### src/source/alu_pkg.sv
package alu_pkg;

    // width of every operand, register and result in the slice
    localparam int DATA_W = 8;

    // opcode numbering follows the hobby CPU op table, so the
    // unused rows (shifts, divide, BCD) leave gaps in the encoding
    typedef enum logic [4:0] {
        OP_A      = 5'd0,
        OP_B      = 5'd1,
        OP_ZERO   = 5'd2,
        OP_NEG_A  = 5'd3,
        OP_NEG_B  = 5'd4,
        OP_A_INC  = 5'd5,
        OP_B_INC  = 5'd6,
        OP_A_DEC  = 5'd7,
        OP_B_DEC  = 5'd8,
        OP_ADD    = 5'd9,
        OP_SUB    = 5'd10,
        OP_MUL_HI = 5'd16,
        OP_MUL_LO = 5'd17,
        OP_AND    = 5'd25,
        OP_OR     = 5'd26
    } alu_op_e;

    // pass_x turns any operation into OP_A, x_zero replaces x with zero
    typedef struct packed {
        alu_op_e op;
        logic    pass_x;
        logic    x_zero;
    } alu_ctrl_t;

    // true for the opcodes the ALU implements
    function automatic logic op_defined(alu_op_e op);
        case (op)
            OP_A, OP_B, OP_ZERO, OP_NEG_A, OP_NEG_B,
            OP_A_INC, OP_B_INC, OP_A_DEC, OP_B_DEC,
            OP_ADD, OP_SUB, OP_MUL_HI, OP_MUL_LO,
            OP_AND, OP_OR: return 1'b1;
            default:       return 1'b0;
        endcase
    endfunction

endpackage

### src/source/dp_pkg.sv
package dp_pkg;

    // the instruction format has room for four registers only
    localparam int NUM_REGS = 4;
    localparam int IDX_W    = $clog2(NUM_REGS);

    typedef logic [IDX_W-1:0] reg_idx_t;

    // instruction word as it arrives with the strobe, 22 bits
    typedef struct packed {
        alu_pkg::alu_ctrl_t          ctrl;
        reg_idx_t                    dst;
        reg_idx_t                    src_x;
        reg_idx_t                    src_y;
        // take y from imm instead of the register file
        logic                        y_imm_sel;
        logic [alu_pkg::DATA_W-1:0]  imm;
    } instr_t;

    // operation handed from the input side to the ALU and writeback.
    // x and y are already resolved to values
    typedef struct packed {
        logic                        valid;
        alu_pkg::alu_ctrl_t          ctrl;
        reg_idx_t                    dst;
        logic [alu_pkg::DATA_W-1:0]  x;
        logic [alu_pkg::DATA_W-1:0]  y;
    } exec_t;

endpackage

### src/source/instr_decoder.sv
`timescale 1ns/10ps

module instr_decoder (
    input  logic                        clk,
    input  logic                        arst_n,
    input  logic                        instr_strobe,
    input  dp_pkg::instr_t              instr,
    output dp_pkg::reg_idx_t            rd_x_idx,
    output dp_pkg::reg_idx_t            rd_y_idx,
    input  logic [alu_pkg::DATA_W-1:0]  rd_x_data,
    input  logic [alu_pkg::DATA_W-1:0]  rd_y_data,
    output dp_pkg::exec_t               exec
);

    // first stage holds the strobed instruction while its operands are read
    dp_pkg::instr_t              instr_q;
    logic                        instr_vld_q;

    // second stage is the resolved operation seen by the ALU
    logic                        exec_vld_q;
    alu_pkg::alu_ctrl_t          ctrl_q;
    dp_pkg::reg_idx_t            dst_q;
    logic [alu_pkg::DATA_W-1:0]  x_q;
    logic [alu_pkg::DATA_W-1:0]  y_q;

    always_ff @(posedge clk or negedge arst_n) begin
        if (!arst_n) begin
            instr_vld_q <= 1'b0;
            exec_vld_q  <= 1'b0;
        end else begin
            instr_vld_q <= instr_strobe;
            exec_vld_q  <= instr_vld_q;
        end
    end

    always_ff @(posedge clk) begin
        if (instr_strobe) begin
            instr_q <= instr;
        end
        if (instr_vld_q) begin
            ctrl_q <= instr_q.ctrl;
            dst_q  <= instr_q.dst;
            x_q    <= rd_x_data;
            // immediate replaces the second register operand when selected
            y_q    <= instr_q.y_imm_sel ? instr_q.imm : rd_y_data;
        end
    end

    // registers are read one cycle after the strobe, before the write of
    // the instruction strobed just ahead of this one
    assign rd_x_idx = instr_q.src_x;
    assign rd_y_idx = instr_q.src_y;

    assign exec = '{valid: exec_vld_q, ctrl: ctrl_q, dst: dst_q, x: x_q, y: y_q};

    // only implemented opcodes may be issued into the slice
    a_strobed_op_defined: assert property (
        @(posedge clk) disable iff (!arst_n)
        instr_strobe |-> alu_pkg::op_defined(instr.ctrl.op)
    ) else $error("instr_decoder: undefined opcode %0h strobed", instr.ctrl.op);

endmodule

### src/source/reg_file.sv
`timescale 1ns/10ps

module reg_file (
    input  logic                        clk,
    input  logic                        arst_n,
    input  dp_pkg::reg_idx_t            rd_x_idx,
    input  dp_pkg::reg_idx_t            rd_y_idx,
    output logic [alu_pkg::DATA_W-1:0]  rd_x_data,
    output logic [alu_pkg::DATA_W-1:0]  rd_y_data,
    input  logic                        wr_en,
    input  dp_pkg::reg_idx_t            wr_idx,
    input  logic [alu_pkg::DATA_W-1:0]  wr_data
);

    logic [alu_pkg::DATA_W-1:0] regs [dp_pkg::NUM_REGS];

    // the instruction set has no way to initialise a register other than
    // writing it, so all of them start out as zero
    always_ff @(posedge clk or negedge arst_n) begin
        if (!arst_n) begin
            for (int i = 0; i < dp_pkg::NUM_REGS; i++) begin
                regs[i] <= '0;
            end
        end else if (wr_en) begin
            regs[wr_idx] <= wr_data;
        end
    end

    // read ports are plain muxes, with no bypass of a write in flight.
    // a write lands on the same edge where the reader two slots behind
    // starts its read, so no forwarding is needed
    assign rd_x_data = regs[rd_x_idx];
    assign rd_y_data = regs[rd_y_idx];

    // an X written back here would poison every later instruction
    a_wr_data_known: assert property (
        @(posedge clk) disable iff (!arst_n)
        wr_en |-> !$isunknown(wr_data)
    ) else $error("reg_file: unknown write data to r%0d", wr_idx);

endmodule

### src/source/alu.sv
`timescale 1ns/10ps

module alu (
    input  alu_pkg::alu_ctrl_t          ctrl,
    input  logic                        active,
    input  logic [alu_pkg::DATA_W-1:0]  x,
    input  logic [alu_pkg::DATA_W-1:0]  y,
    input  logic                        cin_n,
    output logic [alu_pkg::DATA_W-1:0]  res,
    output logic                        cout_n
);

    // one extra bit on top carries the carry or borrow of the operation
    typedef logic [alu_pkg::DATA_W:0] ext_t;

    alu_pkg::alu_op_e                  op_eff;
    logic [alu_pkg::DATA_W-1:0]        x_eff;
    logic                              cin;
    logic [2*alu_pkg::DATA_W-1:0]      prod;
    ext_t                              res_ext;
    logic                              op_known;

    // overrides gate the inputs before anything else sees them
    assign op_eff = ctrl.pass_x ? alu_pkg::OP_A : ctrl.op;
    assign x_eff  = ctrl.x_zero ? '0 : x;

    // carry flag is kept active low, as on the rest of the CPU
    assign cin = ~cin_n;

    assign prod = x_eff * y;

    always_comb begin
        op_known = 1'b1;
        case (op_eff)
            alu_pkg::OP_A:      res_ext = {1'b0, x_eff};
            alu_pkg::OP_B:      res_ext = {1'b0, y};
            alu_pkg::OP_ZERO:   res_ext = '0;
            // negation borrows whenever the operand is nonzero
            alu_pkg::OP_NEG_A:  res_ext = ext_t'(0) - {1'b0, x_eff};
            alu_pkg::OP_NEG_B:  res_ext = ext_t'(0) - {1'b0, y};
            alu_pkg::OP_A_INC:  res_ext = {1'b0, x_eff} + ext_t'(1);
            alu_pkg::OP_B_INC:  res_ext = {1'b0, y} + ext_t'(1);
            alu_pkg::OP_A_DEC:  res_ext = {1'b0, x_eff} - ext_t'(1);
            alu_pkg::OP_B_DEC:  res_ext = {1'b0, y} - ext_t'(1);
            // only the add and subtract rows consume the incoming carry
            alu_pkg::OP_ADD:    res_ext = {1'b0, x_eff} + {1'b0, y} + ext_t'(cin);
            alu_pkg::OP_SUB:    res_ext = {1'b0, x_eff} - {1'b0, y} - ext_t'(cin);
            alu_pkg::OP_MUL_HI: res_ext = {1'b0, prod[2*alu_pkg::DATA_W-1:alu_pkg::DATA_W]};
            alu_pkg::OP_MUL_LO: res_ext = {1'b0, prod[alu_pkg::DATA_W-1:0]};
            alu_pkg::OP_AND:    res_ext = {1'b0, x_eff & y};
            alu_pkg::OP_OR:     res_ext = {1'b0, x_eff | y};
            default: begin
                // unimplemented rows read as zero with no carry
                res_ext  = '0;
                op_known = 1'b0;
            end
        endcase
    end

    assign res    = res_ext[alu_pkg::DATA_W-1:0];
    assign cout_n = ~res_ext[alu_pkg::DATA_W];

    // the ALU is combinational, so the check is deferred until the inputs
    // coming from the decoder stage have settled in the time step
    always_comb begin
        if (active) begin
            a_op_defined: assert final (op_known)
                else $error("alu: undefined opcode %0h executed", op_eff);
        end
    end

endmodule

### src/source/result_writeback.sv
`timescale 1ns/10ps

module result_writeback (
    input  logic                        clk,
    input  logic                        arst_n,
    input  dp_pkg::exec_t               exec,
    input  logic [alu_pkg::DATA_W-1:0]  res,
    input  logic                        cout_n,
    output logic                        wr_en,
    output dp_pkg::reg_idx_t            wr_idx,
    output logic [alu_pkg::DATA_W-1:0]  wr_data,
    output logic                        cin_n,
    output logic [alu_pkg::DATA_W-1:0]  result,
    output logic                        carry_n,
    output logic                        result_valid
);

    logic [alu_pkg::DATA_W-1:0]  result_q;
    logic                        carry_n_q;
    logic                        result_vld_q;

    // carry_n_q resets high, which means no carry pending
    always_ff @(posedge clk or negedge arst_n) begin
        if (!arst_n) begin
            result_q     <= '0;
            carry_n_q    <= 1'b1;
            result_vld_q <= 1'b0;
        end else begin
            result_vld_q <= exec.valid;
            if (exec.valid) begin
                result_q  <= res;
                // logic and pass rows already report no carry from the ALU
                carry_n_q <= cout_n;
            end
        end
    end

    // register file write shares the edge with the result register
    assign wr_en   = exec.valid;
    assign wr_idx  = exec.dst;
    assign wr_data = res;

    // the flag updated by one operation is the carry-in of the next one
    assign cin_n = carry_n_q;

    assign result       = result_q;
    assign carry_n      = carry_n_q;
    assign result_valid = result_vld_q;

endmodule

### src/source/alu_datapath.sv
`timescale 1ns/10ps

module alu_datapath (
    input  logic                        clk,
    input  logic                        arst_n,
    input  logic                        instr_strobe,
    input  dp_pkg::instr_t              instr,
    output logic [alu_pkg::DATA_W-1:0]  result,
    output logic                        carry_n,
    output logic                        result_valid
);

    dp_pkg::reg_idx_t            rd_x_idx;
    dp_pkg::reg_idx_t            rd_y_idx;
    logic [alu_pkg::DATA_W-1:0]  rd_x_data;
    logic [alu_pkg::DATA_W-1:0]  rd_y_data;
    dp_pkg::exec_t               exec;
    logic [alu_pkg::DATA_W-1:0]  alu_res;
    logic                        alu_cout_n;
    logic                        cin_n;
    logic                        wr_en;
    dp_pkg::reg_idx_t            wr_idx;
    logic [alu_pkg::DATA_W-1:0]  wr_data;

    // strobe at edge E0, operands read after E0, exec registered at E0+1,
    // result and register write at E0+2
    instr_decoder u_instr_decoder (
        .clk          (clk),
        .arst_n       (arst_n),
        .instr_strobe (instr_strobe),
        .instr        (instr),
        .rd_x_idx     (rd_x_idx),
        .rd_y_idx     (rd_y_idx),
        .rd_x_data    (rd_x_data),
        .rd_y_data    (rd_y_data),
        .exec         (exec)
    );

    reg_file u_reg_file (
        .clk       (clk),
        .arst_n    (arst_n),
        .rd_x_idx  (rd_x_idx),
        .rd_y_idx  (rd_y_idx),
        .rd_x_data (rd_x_data),
        .rd_y_data (rd_y_data),
        .wr_en     (wr_en),
        .wr_idx    (wr_idx),
        .wr_data   (wr_data)
    );

    alu u_alu (
        .ctrl   (exec.ctrl),
        .active (exec.valid),
        .x      (exec.x),
        .y      (exec.y),
        .cin_n  (cin_n),
        .res    (alu_res),
        .cout_n (alu_cout_n)
    );

    result_writeback u_result_writeback (
        .clk          (clk),
        .arst_n       (arst_n),
        .exec         (exec),
        .res          (alu_res),
        .cout_n       (alu_cout_n),
        .wr_en        (wr_en),
        .wr_idx       (wr_idx),
        .wr_data      (wr_data),
        .cin_n        (cin_n),
        .result       (result),
        .carry_n      (carry_n),
        .result_valid (result_valid)
    );

endmodule

### config.mk
export PLATFORM = sky130hd
export DESIGN_NAME = alu_datapath
export DESIGN_NICKNAME = d
export VERILOG_FILES = /design/src/source/alu_pkg.sv /design/src/source/dp_pkg.sv /design/src/source/instr_decoder.sv /design/src/source/reg_file.sv /design/src/source/alu.sv /design/src/source/result_writeback.sv /design/src/source/alu_datapath.sv
export SDC_FILE = /design/constraint.sdc
export NUM_CORES = 1
export LEC_CHECK = 0
export ABC_AREA = 1
export BUFFER_PORTS_ARGS = -buffer_cell sky130_fd_sc_hd__buf_2
export CORE_ASPECT_RATIO = 0.5
export CORE_MARGIN = 4
export CORE_UTILIZATION = 64
export DETAILED_ROUTE_END_ITERATION = 16
export PLACE_DENSITY = 0.82
export SETUP_SLACK_MARGIN = 0.2
export SYNTH_ARGS = -nofsm -noshare
export SYNTH_HDL_FRONTEND = slang
export SYNTH_SLANG_ARGS = --single-unit
### constraint.sdc
create_clock -name clk -period 6.4 [get_ports clk]
set_input_delay 0.96 -clock clk [delete_from_list [all_inputs] [get_ports clk]]
set_output_delay 0.96 -clock clk [all_outputs]
set_load 0.005 [all_outputs]
==> results of run 1 <==
-- final timing paths --
check                                                      startpoint                            endpoint  slack [ns]  cells past startpoint
worst max-delay path               u_instr_decoder.exec[18]$_DFFE_PP_     u_reg_file.regs[12]$_DFFE_PN0P_        0.68                     19
worst min-delay path            u_instr_decoder.instr_q[21]$_DFFE_PP_  u_instr_decoder.exec[24]$_DFFE_PP_        0.42                      0
worst max register to register     u_instr_decoder.exec[18]$_DFFE_PP_     u_reg_file.regs[12]$_DFFE_PN0P_        0.68                     19
worst min register to register  u_instr_decoder.instr_q[21]$_DFFE_PP_  u_instr_decoder.exec[24]$_DFFE_PP_        0.42                      0
max in group asynchronous                                      arst_n     u_reg_file.regs[11]$_DFFE_PN0P_        5.05                      1
min in group asynchronous                                      arst_n     u_reg_file.regs[31]$_DFFE_PN0P_        0.76                      1
-- per-layer routing --
metal  up-vias  routed length (µm)
li1       3714                   -
met1      3678               10300
met3        89                2030
met4         0                 820
met2       431               11400
met5         -                   0
-- through the flow --
step                hold WS, ns  total power (W)  worst slack, ns  utilization, %
finish                    0.420          0.00238            0.678            71.0
global route              0.426          0.00255            0.414            71.0
CTS                       0.420          0.00236            0.888            71.0
detailed placement        0.405          0.00180            0.901            68.4
global placement          0.401          0.00176             1.06            68.4
floorplan                 0.349          0.00151             1.85               -
-- registers in the layout, indices dropped and copies added, names as in the netlist, 7 cells and up --
name	cells
u_instr_decoder.exec	7
u_instr_decoder.instr_q	18
u_reg_file.regs	32
u_instr_decoder.x_q	8
u_instr_decoder.y_q	8
u_result_writeback.result	8
-- cell type report --
| cell class | instances | area, µm² | area share [%] |
|---|---|---|---|
| tap | 170 | 213 | 2.35 |
| timing repair buffer | 39 | 208 | 2.30 |
| clock inverter | 5 | 58.8 | 0.651 |
| multi-input combinational | 841 | 5160 | 57.1 |
| clock buffer | 11 | 264 | 2.92 |
| sequential | 91 | 2510 | 27.8 |
| inverter | 163 | 617 | 6.83 |
-- where the power goes --
group	internal, W	leakage (nW)	switching (W)
registers	0.000733	1.04	0.000118
clock network	0.000337	0.155	0.000219
logic	0.000336	3.56	0.000639
total	0.00141	4.75	0.000975
-- synth_stat cells (2+ instances only) --
master     count  area share [%]
o211ai_1       3            0.27
nand3_2        5            0.60
nand2_1      268              12
xor2_1         2            0.21
buf_6          2            0.27
buf_2          2            0.12
inv_1        148             6.6
clkinv_1       7            0.31
edfxtp_1      47              17
a31oi_1       11            0.82
o21ai_0       61             3.6
o21ai_1        3            0.18
nor2_1       135             6.1
fa_1          42              10
ha_1          79              12
nor3_1         5            0.30
a21boi_0       3            0.27
nand2_2       11            0.82
o21bai_1       4            0.36
nand3b_1       4            0.36
nand3_1       81             4.8
or2_2         12            0.90
nand4_1       24             1.8
a21oi_1       48             2.9
a211oi_1       2            0.18
clkbuf_1      11            0.49
o22ai_1       13            0.97
or2_1          2            0.15
inv_2          6            0.27
o2bb2ai_1      2            0.21
o21ai_2        5            0.52
inv_4          2            0.15
a21o_1         2            0.18
dfrtp_1       43              13
nor2_2         6            0.45
or2_0          2            0.15
-- cells by family after synthesis --
group	synth area share (%)
simple gates	28.8
fa+ha+maj	21.8
flops	30.0
compound gates	10.7
xor+xnor	0.314
buf+inv	8.34
-- critical path, cell delays in order, from the launching register on --
cell      delay (ns)
edfxtp_1        0.43
inv_2           0.13
nand2_2         0.21
inv_1           0.28
nand2_1         0.12
fa_1            0.54
fa_1            0.55
inv_1           0.06
fa_1            0.54
inv_1           0.06
fa_1            0.52
inv_1           0.04
ha_1            0.35
a21oi_1         0.20
a21boi_0        0.31
o21ai_0         0.15
o21ai_0         0.51
nand3_1         0.37
nand2_1         0.15
nand2_1         0.07
==> impl_metrics.env, run 1 <==
export IMPL_via_per_inst=5.99
export IMPL_pwr_density_cell_nw_per_um2=263
export IMPL_grt_pass1_wl_um=38800
export IMPL_synth_nets=1257
export IMPL_skew_ns=0.00483
export IMPL_cp_max_fo=12
export IMPL_critical_path_arrival_ns=5.94
export IMPL_via_count=7912
export IMPL_met1_usage_pct=44.4
export IMPL_finalCritPeriodShare_pct=89.4
export IMPL_core_area_um2=12700
export IMPL_status="finished clean"
export IMPL_ir_drop_mv=0.327
export IMPL_finalWirelength_um=24600
export IMPL_fin_crit_ns=5.72
export IMPL_grt_use_total_pct=33.3
export IMPL_worstSetupPathType="register to register"
export IMPL_initial_core_util_pct=65.8
export IMPL_io_pins=35
export IMPL_crit_path_start_kind="register"
export IMPL_cts_resized=0
export IMPL_tightest_slew_ns=1.11
export IMPL_required_ns=6.62
export IMPL_dieArea_um2=15100
export IMPL_layout_cells_non_filler=1320
export IMPL_clock_root_buffer="clkbuf_16"
export IMPL_gp_congestion=1.05
export IMPL_die_x_um=170
export IMPL_ys_types=44
export IMPL_numCtsBuffers=9
export IMPL_clockBufferDepth=2
export IMPL_postRouteAntennaNets=0
export IMPL_yosysWarnings=0
export IMPL_ys_seq_area_share_pct=30.0
export IMPL_clkLatencyLatePin_ns=0.34
export IMPL_std_cell_rows=29
export IMPL_busiest_layer="met2"
export IMPL_synth_cells=1111
export IMPL_setup_viol_count_final=0
export IMPL_gr_usage_met2_pct=56.9
export IMPL_diodes=0
export IMPL_clock_fmax_mhz=175
export IMPL_wl_per_cell_um=18.7
export IMPL_async_reset_ff_share_pct=48.4
export IMPL_drt_iter0_drc=964
export IMPL_fill_cells=1037
export IMPL_syn2layout_area_growth_pct=7.90
export IMPL_grt_max_degree=45
export IMPL_die_y_um=88.9
export IMPL_grt_pass1_vias=7499
export IMPL_synth_top_flop_cell="edfxtp_1"
export IMPL_stdcell_area_um2=9040
export IMPL_tns_ns=0
export IMPL_hp_class="register to register"
export IMPL_dp_hpwl_um=19300
export IMPL_ys_ff_latch=91
export IMPL_mostFrequentLayoutCell="nand2_1"
export IMPL_cp_end_kind="register"
export IMPL_post_cts_buffers=0
export IMPL_p_leak_nw=4.75
export IMPL_placedCellCount=1304
export IMPL_synth_edff_count=47
export IMPL_hold_viol=0
export IMPL_clock_sinks=91
export IMPL_drive_gt1_share_pct=9.13
export IMPL_drv_cap=0
export IMPL_drc_errors=0
export IMPL_cts_tree="yes"
export IMPL_postCtsHoldBufs=0
export IMPL_nets=1291
export IMPL_layout_common_cells="268 x nand2_1, 148 x inv_1, 135 x nor2_1"
export IMPL_overflow=0
export IMPL_antenna_found_initial=0
export IMPL_drt_pass1_iter_count=10
export IMPL_path_clk_slew_ns=0.06
export IMPL_syn_area_per_cell_um2=7.54
export IMPL_numPortBuffers=34
export IMPL_max_slew_margin_pct=25.7
export IMPL_grtUsageMet3_pct=4.81
export IMPL_rsz0062_at_grt="false"
export IMPL_h_tree_depth=3
export IMPL_netlist_area_um2=8380
export IMPL_drv_slew=0
export IMPL_place_area_um2=8710
Power figures use the tool's default switching activity.
==> run 2: changes to the inputs <==
--- a/config.mk
+++ b/config.mk
@@ -9,9 +9,10 @@
 export BUFFER_PORTS_ARGS = -buffer_cell sky130_fd_sc_hd__buf_2
 export CORE_ASPECT_RATIO = 0.5
 export CORE_MARGIN = 4
-export CORE_UTILIZATION = 64
+export CORE_UTILIZATION = 45
+export CTS_BUF_LIST = sky130_fd_sc_hd__clkbuf_8
 export DETAILED_ROUTE_END_ITERATION = 16
-export PLACE_DENSITY = 0.82
+export REMOVE_ABC_BUFFERS = 1
 export SETUP_SLACK_MARGIN = 0.2
 export SYNTH_ARGS = -nofsm -noshare
 export SYNTH_HDL_FRONTEND = slang
==> run 2 against run 1 <==
Register-to-register slack got worse by 0.05 ns. Routed wire length up 3.3%. Hold slack got worse by 0.0010 ns. Non-clock buffer count is the same. Core utilization decreased by 20 points. Via count fell by 3.5%. Design area decreased by 0.35%. Total power shrank 6.5%. Clock power is 25% lower.
==> impl_metrics.env, run 2 (synthesis gave the netlist of run 1 again) <==
export IMPL_grt_pass1_wl_um=40400
export IMPL_h_tree_depth=3
export IMPL_numPortBuffers=34
export IMPL_drv_slew=0
export IMPL_combPwrFrac_pct=44.0
export IMPL_cts_tree="yes"
export IMPL_clock_fmax_mhz=173
export IMPL_antenna_found_initial=1
export IMPL_p_leak_nw=4.71
export IMPL_setup_viol_count_final=0
export IMPL_io_pins=35
export IMPL_path_cells="inv_2, nand2_2, inv_1, nand2_1, fa_1, fa_1, inv_1, fa_1, inv_1, fa_1, inv_1, ha_1, a21oi_1, a21boi_0, o21ai_0, o21ai_0, nand3_1, nand2_1, nand2_1"
export IMPL_wl_per_cell_um=18.4
export IMPL_initial_core_util_pct=47.0
export IMPL_largest_reg_flops=32
export IMPL_hold_viol=0
export IMPL_p_seq_share_pct=37.3
export IMPL_slowest_stage="o21ai_0"
export IMPL_p_sw_share_pct=42.3
export IMPL_routed_wl_met3_um=1970
export IMPL_syn2layout_area_growth_pct=7.53
export IMPL_drive_gt1_share_pct=8.96
export IMPL_diodes=0
export IMPL_place_area_um2=8790
export IMPL_core_area_um2=17800
export IMPL_clock_sinks=91
export IMPL_postCtsHoldBufs=0
export IMPL_drt_pass1_iter_count=5
export IMPL_postRouteAntennaNets=0
export IMPL_drt_iter0_drc=724
export IMPL_timing_hold_ws_ns=0.419
export IMPL_finalWirelength_um=25400
export IMPL_fill_cells=1740
export IMPL_intPower_w=0.00128
export IMPL_regMostFlops="u_reg_file.regs"
export IMPL_rsz0062_at_grt="false"
export IMPL_dieArea_um2=21000
export IMPL_drc_errors=0
export IMPL_p_clk_share_pct=18.7
export IMPL_status="finished clean"
export IMPL_worstSetupPathType="register to register"
export IMPL_power_w=0.00222
export IMPL_dr_wl_met2_um=10600
export IMPL_via_count=7637
export IMPL_cts_resized=0
export IMPL_via_per_inst=5.52
export IMPL_overflow=0
export IMPL_p_switching_w=0.000940
export IMPL_stdcell_area_um2=9010
export IMPL_finalCritPeriodShare_pct=90.2
export IMPL_clockBufferDepth=2
export IMPL_tightest_slew_ns=1.11
export IMPL_path_clk_slew_ns=0.09
export IMPL_die_y_um=104
export IMPL_topRoutingLayerUsed="met5"
export IMPL_cpPeakStageDelay_ns=0.57
export IMPL_grt_max_degree=45
export IMPL_die_x_um=201
export IMPL_std_cell_rows=34
export IMPL_grt_pass1_vias=7421
export IMPL_critical_path_arrival_ns=6.01
export IMPL_grt_use_total_pct=24.2
export IMPL_nets=1291
export IMPL_skew_ns=0.0143
export IMPL_layout_common_cells="268 x nand2_1, 151 x inv_1, 135 x nor2_1"
export IMPL_tns_ns=0
export IMPL_clock_root_buffer="clkbuf_8"
export IMPL_required_ns=6.63
export IMPL_hp_class="register to register"
export IMPL_numCtsBuffers=9
export IMPL_crit_path_start_kind="register"
export IMPL_max_slew_margin_pct=25.9
export IMPL_drv_cap=0
export IMPL_dp_hpwl_um=19900
export IMPL_top_regs="u_reg_file.regs (32), u_instr_decoder.instr_q (18)"
export IMPL_ir_drop_mv=0.124
export IMPL_mostFrequentLayoutCell="nand2_1"
export IMPL_cp_max_fo=12
export IMPL_wl_met1_um=12000
export IMPL_cp_end_kind="register"
export IMPL_gp_congestion=0.983
export IMPL_utilization_pct=50.5
export IMPL_pwr_density_cell_nw_per_um2=247
export IMPL_clkLatencyLatePin_ns=0.35
export IMPL_post_cts_buffers=0
export IMPL_fin_crit_ns=5.77
## run 2: changes by cell type in the layout (fill, tap and decap cells not counted)
cell,delta
inv_1,+3
clkinv_1,-1
clkbuf_8,+8
bufinv_16,+1
clkbuf_16,-10
clkinv_4,-1
## run 2: per-stage QoR
stage / instances / setup WS, ns
floorplan: 1095 / 1.82
global placement: 1368 / 0.975
detailed placement: 1368 / 0.808
CTS: 1384 / 0.790
global route: 1384 / 0.289
finish: 1384 / 0.627
## run 2: worst paths after layout
| kind | from | end | slack, ns | depth (start not counted) |
|---|---|---|---|---|
| setup reg to reg | u_instr_decoder.exec[18]$_DFFE_PP_ | u_reg_file.regs[12]$_DFFE_PN0P_ | 0.63 | 19 |
| setup / recovery | u_instr_decoder.exec[18]$_DFFE_PP_ | u_reg_file.regs[12]$_DFFE_PN0P_ | 0.63 | 19 |
| hold / removal | u_instr_decoder.instr_q[21]$_DFFE_PP_ | u_instr_decoder.exec[24]$_DFFE_PP_ | 0.42 | 0 |
| min in group asynchronous | arst_n | u_reg_file.regs[25]$_DFFE_PN0P_ | 0.78 | 1 |
| max in group asynchronous | arst_n | u_reg_file.regs[30]$_DFFE_PN0P_ | 4.99 | 1 |
| hold reg to reg | u_instr_decoder.instr_q[21]$_DFFE_PP_ | u_instr_decoder.exec[24]$_DFFE_PP_ | 0.42 | 0 |
## run 2: worst max-delay path, delay by kind of cell, from the launching register on
family,cells,cell delay (ns)
adder cells (fa/ha/maj),5,2.50
AO/OA/AOI/OAI,4,1.22
AND/OR/NAND/NOR,5,0.92
buffers and inverters,5,0.58
flip-flops,1,0.43
## run 2: layout make-up
type | count | area (µm²) | share of cell area (%)
inverters | 163 | 617 | 6.85
clock inverters | 7 | 87.6 | 0.972
clock buffers | 9 | 124 | 1.38
well taps | 234 | 293 | 3.25
multi-input cells | 841 | 5160 | 57.3
flip-flops and latches | 91 | 2510 | 27.9
repair buffers | 39 | 208 | 2.31
## run 2: layer usage
layer  vias to the layer above  track usage [%]
met2                       323             36.0
li1                       3698                -
met3                        55             3.77
met4                         2             8.29
met5                         -                0
met1                      3559             35.7
## run 2: power groups by stage
stage	registers [W]	logic, W	clock network [W]
after floorplan	0.000806	0.000702	0
after detailed placement	0.000839	0.000965	0
after CTS	0.000827	0.000971	0.000427
final	0.000830	0.000978	0.000415
after global routing	0.000842	0.00112	0.000448
after global placement	0.000837	0.000952	0
==> run 3: changes to the inputs <==
--- a/config.mk
+++ b/config.mk
@@ -9,9 +9,10 @@
 export BUFFER_PORTS_ARGS = -buffer_cell sky130_fd_sc_hd__buf_2
 export CORE_ASPECT_RATIO = 0.5
 export CORE_MARGIN = 4
-export CORE_UTILIZATION = 45
+export CORE_UTILIZATION = 60
 export CTS_BUF_LIST = sky130_fd_sc_hd__clkbuf_8
 export DETAILED_ROUTE_END_ITERATION = 16
+export PLACE_DENSITY = 0.78
 export REMOVE_ABC_BUFFERS = 1
 export SETUP_SLACK_MARGIN = 0.2
 export SYNTH_ARGS = -nofsm -noshare
==> run 3 against run 2 <==
Non-clock buffer count increased by 5. Total power down 1.7%. Design area is 0.50% lower. Clock power decreased by 14%. Routed wire length decreased by 0.43%. Critical path depth unchanged. Global-route usage grew 7.8 points. Fmax is 1.1% higher. Clock skew increased by 0.0033 ns. Sequential cell count stayed put. Clock-buffer cell count unchanged.
==> impl_metrics.env, run 3 (synthesis gave the netlist of run 1 again) <==
export IMPL_routed_wl_met3_um=2520
export IMPL_drive_gt1_share_pct=9.52
export IMPL_clock_fmax_mhz=175
export IMPL_h_tree_depth=3
export IMPL_clock_sinks=91
export IMPL_setup_viol_count_final=0
export IMPL_std_cell_rows=30
export IMPL_via_per_inst=5.87
export IMPL_topRoutingLayerUsed="met5"
export IMPL_cp_num_buf_inv=5
export IMPL_wl_per_cell_um=18.8
export IMPL_clockBufferDepth=2
export IMPL_die_y_um=91.5
export IMPL_numPortBuffers=34
export IMPL_nets=1296
export IMPL_antenna_found_initial=1
export IMPL_path_delay_family="adder cells"
export IMPL_top_regs="u_reg_file.regs (32), u_instr_decoder.instr_q (18)"
export IMPL_cp_end_kind="register"
export IMPL_power_w=0.00219
export IMPL_status="finished clean"
export IMPL_drv_cap=0
export IMPL_die_x_um=175
export IMPL_grt_max_degree=45
export IMPL_path_depth=19
export IMPL_tns_ns=0
export IMPL_finalWirelength_um=25300
export IMPL_dr_wl_met2_um=11100
export IMPL_post_cts_buffers=0
export IMPL_p_leak_nw=4.71
export IMPL_required_ns=6.64
export IMPL_mostFrequentLayoutCell="nand2_1"
export IMPL_max_slew_margin_pct=29.9
export IMPL_overflow=0
export IMPL_finalCritPeriodShare_pct=89.3
export IMPL_syn2layout_area_growth_pct=6.99
export IMPL_grt_pass1_vias=7417
export IMPL_slowest_stage="fa_1"
export IMPL_cts_tree="yes"
export IMPL_dp_hpwl_um=19700
export IMPL_rsz0062_at_grt="false"
export IMPL_postCtsHoldBufs=0
export IMPL_drt_pass1_iter_count=6
export IMPL_clkLatencyLatePin_ns=0.36
export IMPL_io_pins=35
export IMPL_path_cells="inv_2, nand2_2, inv_1, nand2_1, fa_1, fa_1, inv_1, fa_1, inv_1, fa_1, inv_1, ha_1, a21oi_1, a21boi_0, o21ai_0, o21ai_0, nand3_1, nand2_1, nand2_1"
export IMPL_hold_viol=0
export IMPL_core_area_um2=13600
export IMPL_drv_slew=0
export IMPL_grt_use_total_pct=32.0
export IMPL_multi_input_area_um2=5160
export IMPL_critical_path_arrival_ns=5.96
export IMPL_grt_pass1_wl_um=40100
export IMPL_drt_iter0_drc=804
export IMPL_fin_crit_ns=5.71
export IMPL_path_clk_slew_ns=0.10
export IMPL_via_count=7912
export IMPL_wl_met1_um=10800
export IMPL_clock_root_buffer="clkbuf_8"
export IMPL_preCtsSetupSlack_ns=0.913
export IMPL_finalWorstSetupSlack_ns=0.687
export IMPL_fill_cells=1222
export IMPL_skew_ns=0.0175
export IMPL_numCtsBuffers=9
export IMPL_pwr_density_cell_nw_per_um2=244
export IMPL_layout_common_cells="268 x nand2_1, 148 x inv_1, 135 x nor2_1"
export IMPL_hp_class="register to register"
export IMPL_worstSetupPathType="register to register"
export IMPL_regMostFlops="u_reg_file.regs"
export IMPL_postRouteAntennaNets=0
export IMPL_gp_congestion=0.998
export IMPL_seqCellArea_um2=2510
export IMPL_ff2ff_path_depth=19
export IMPL_dieArea_um2=16000
export IMPL_initial_core_util_pct=61.6
export IMPL_drc_errors=0
export IMPL_cp_max_fo=12
export IMPL_cpPeakStageDelay_ns=0.55
export IMPL_tightest_slew_ns=1.05
export IMPL_ir_drop_mv=0.173
export IMPL_cts_resized=0
export IMPL_worstHoldPathCells=0
export IMPL_largest_reg_flops=32
export IMPL_crit_path_start_kind="register"
export IMPL_diodes=0
run 3: cell types whose count changed in the layout (fill, tap and decap cells not counted), sizes merged:
cell	delta
inv	+1
bufinv	-2
clkinv	+1
buf	+5
run 3: metrics by stage:
step | hold slack (ns) | instance area (µm²) | util (%) | std cells
finish | 0.430 | 8960 | 65.9 | 1347
global route | 0.428 | 8960 | 65.9 | 1347
global placement | 0.403 | 8780 | 64.6 | 1331
floorplan | 0.400 | 8290 | - | 1095
CTS | 0.427 | 8960 | 65.9 | 1347
detailed placement | 0.405 | 8780 | 64.6 | 1331
run 3: routing by layer:
metal,track usage [%],up-vias
met2,50.1,416
met3,5.16,69
met4,10.8,2
met1,45.6,3713
li1,-,3712
met5,0,-
run 3: worst paths after layout:
| path | startpoint | endpoint | slack [ns] |
|---|---|---|---|
| setup / recovery | u_instr_decoder.exec[18]$_DFFE_PP_ | u_reg_file.regs[12]$_DFFE_PN0P_ | 0.69 |
| hold / removal | u_instr_decoder.instr_q[13]$_DFFE_PP_ | u_instr_decoder.dst_q[0]$_DFFE_PP_ | 0.43 |
| setup reg to reg | u_instr_decoder.exec[18]$_DFFE_PP_ | u_reg_file.regs[12]$_DFFE_PN0P_ | 0.69 |
| hold reg to reg | u_instr_decoder.instr_q[13]$_DFFE_PP_ | u_instr_decoder.dst_q[0]$_DFFE_PP_ | 0.43 |
| max in group asynchronous | arst_n | u_reg_file.regs[4]$_DFFE_PN0P_ | 5.01 |
| min in group asynchronous | arst_n | u_result_writeback.result_valid$_DFF_PN0_ | 0.77 |
run 3: layout make-up:
cell class                      instances  share of cell area [%]
Inverter                              163                    6.88
Tap cell                              192                    2.68
Clock buffer                            9                    1.38
Sequential cell                        91                    28.1
Multi-Input combinational cell        841                    57.6
Clock inverter                          7                   0.642
Timing Repair Buffer                   44                    2.74
run 3: worst reg2reg max path, delay by kind of cell, from the launching register on:
family | cells | cell delay (ns)
compound gates | 4 | 1.20
fa+ha+maj | 5 | 2.50
buf+inv | 5 | 0.58
flops | 1 | 0.43
simple gates | 5 | 0.89
run 3: power breakdown:
group          internal, W  switching (W)
sequential        0.000732      0.0000976
clock             0.000147       0.000211
combinational     0.000342       0.000656
total              0.00122       0.000965
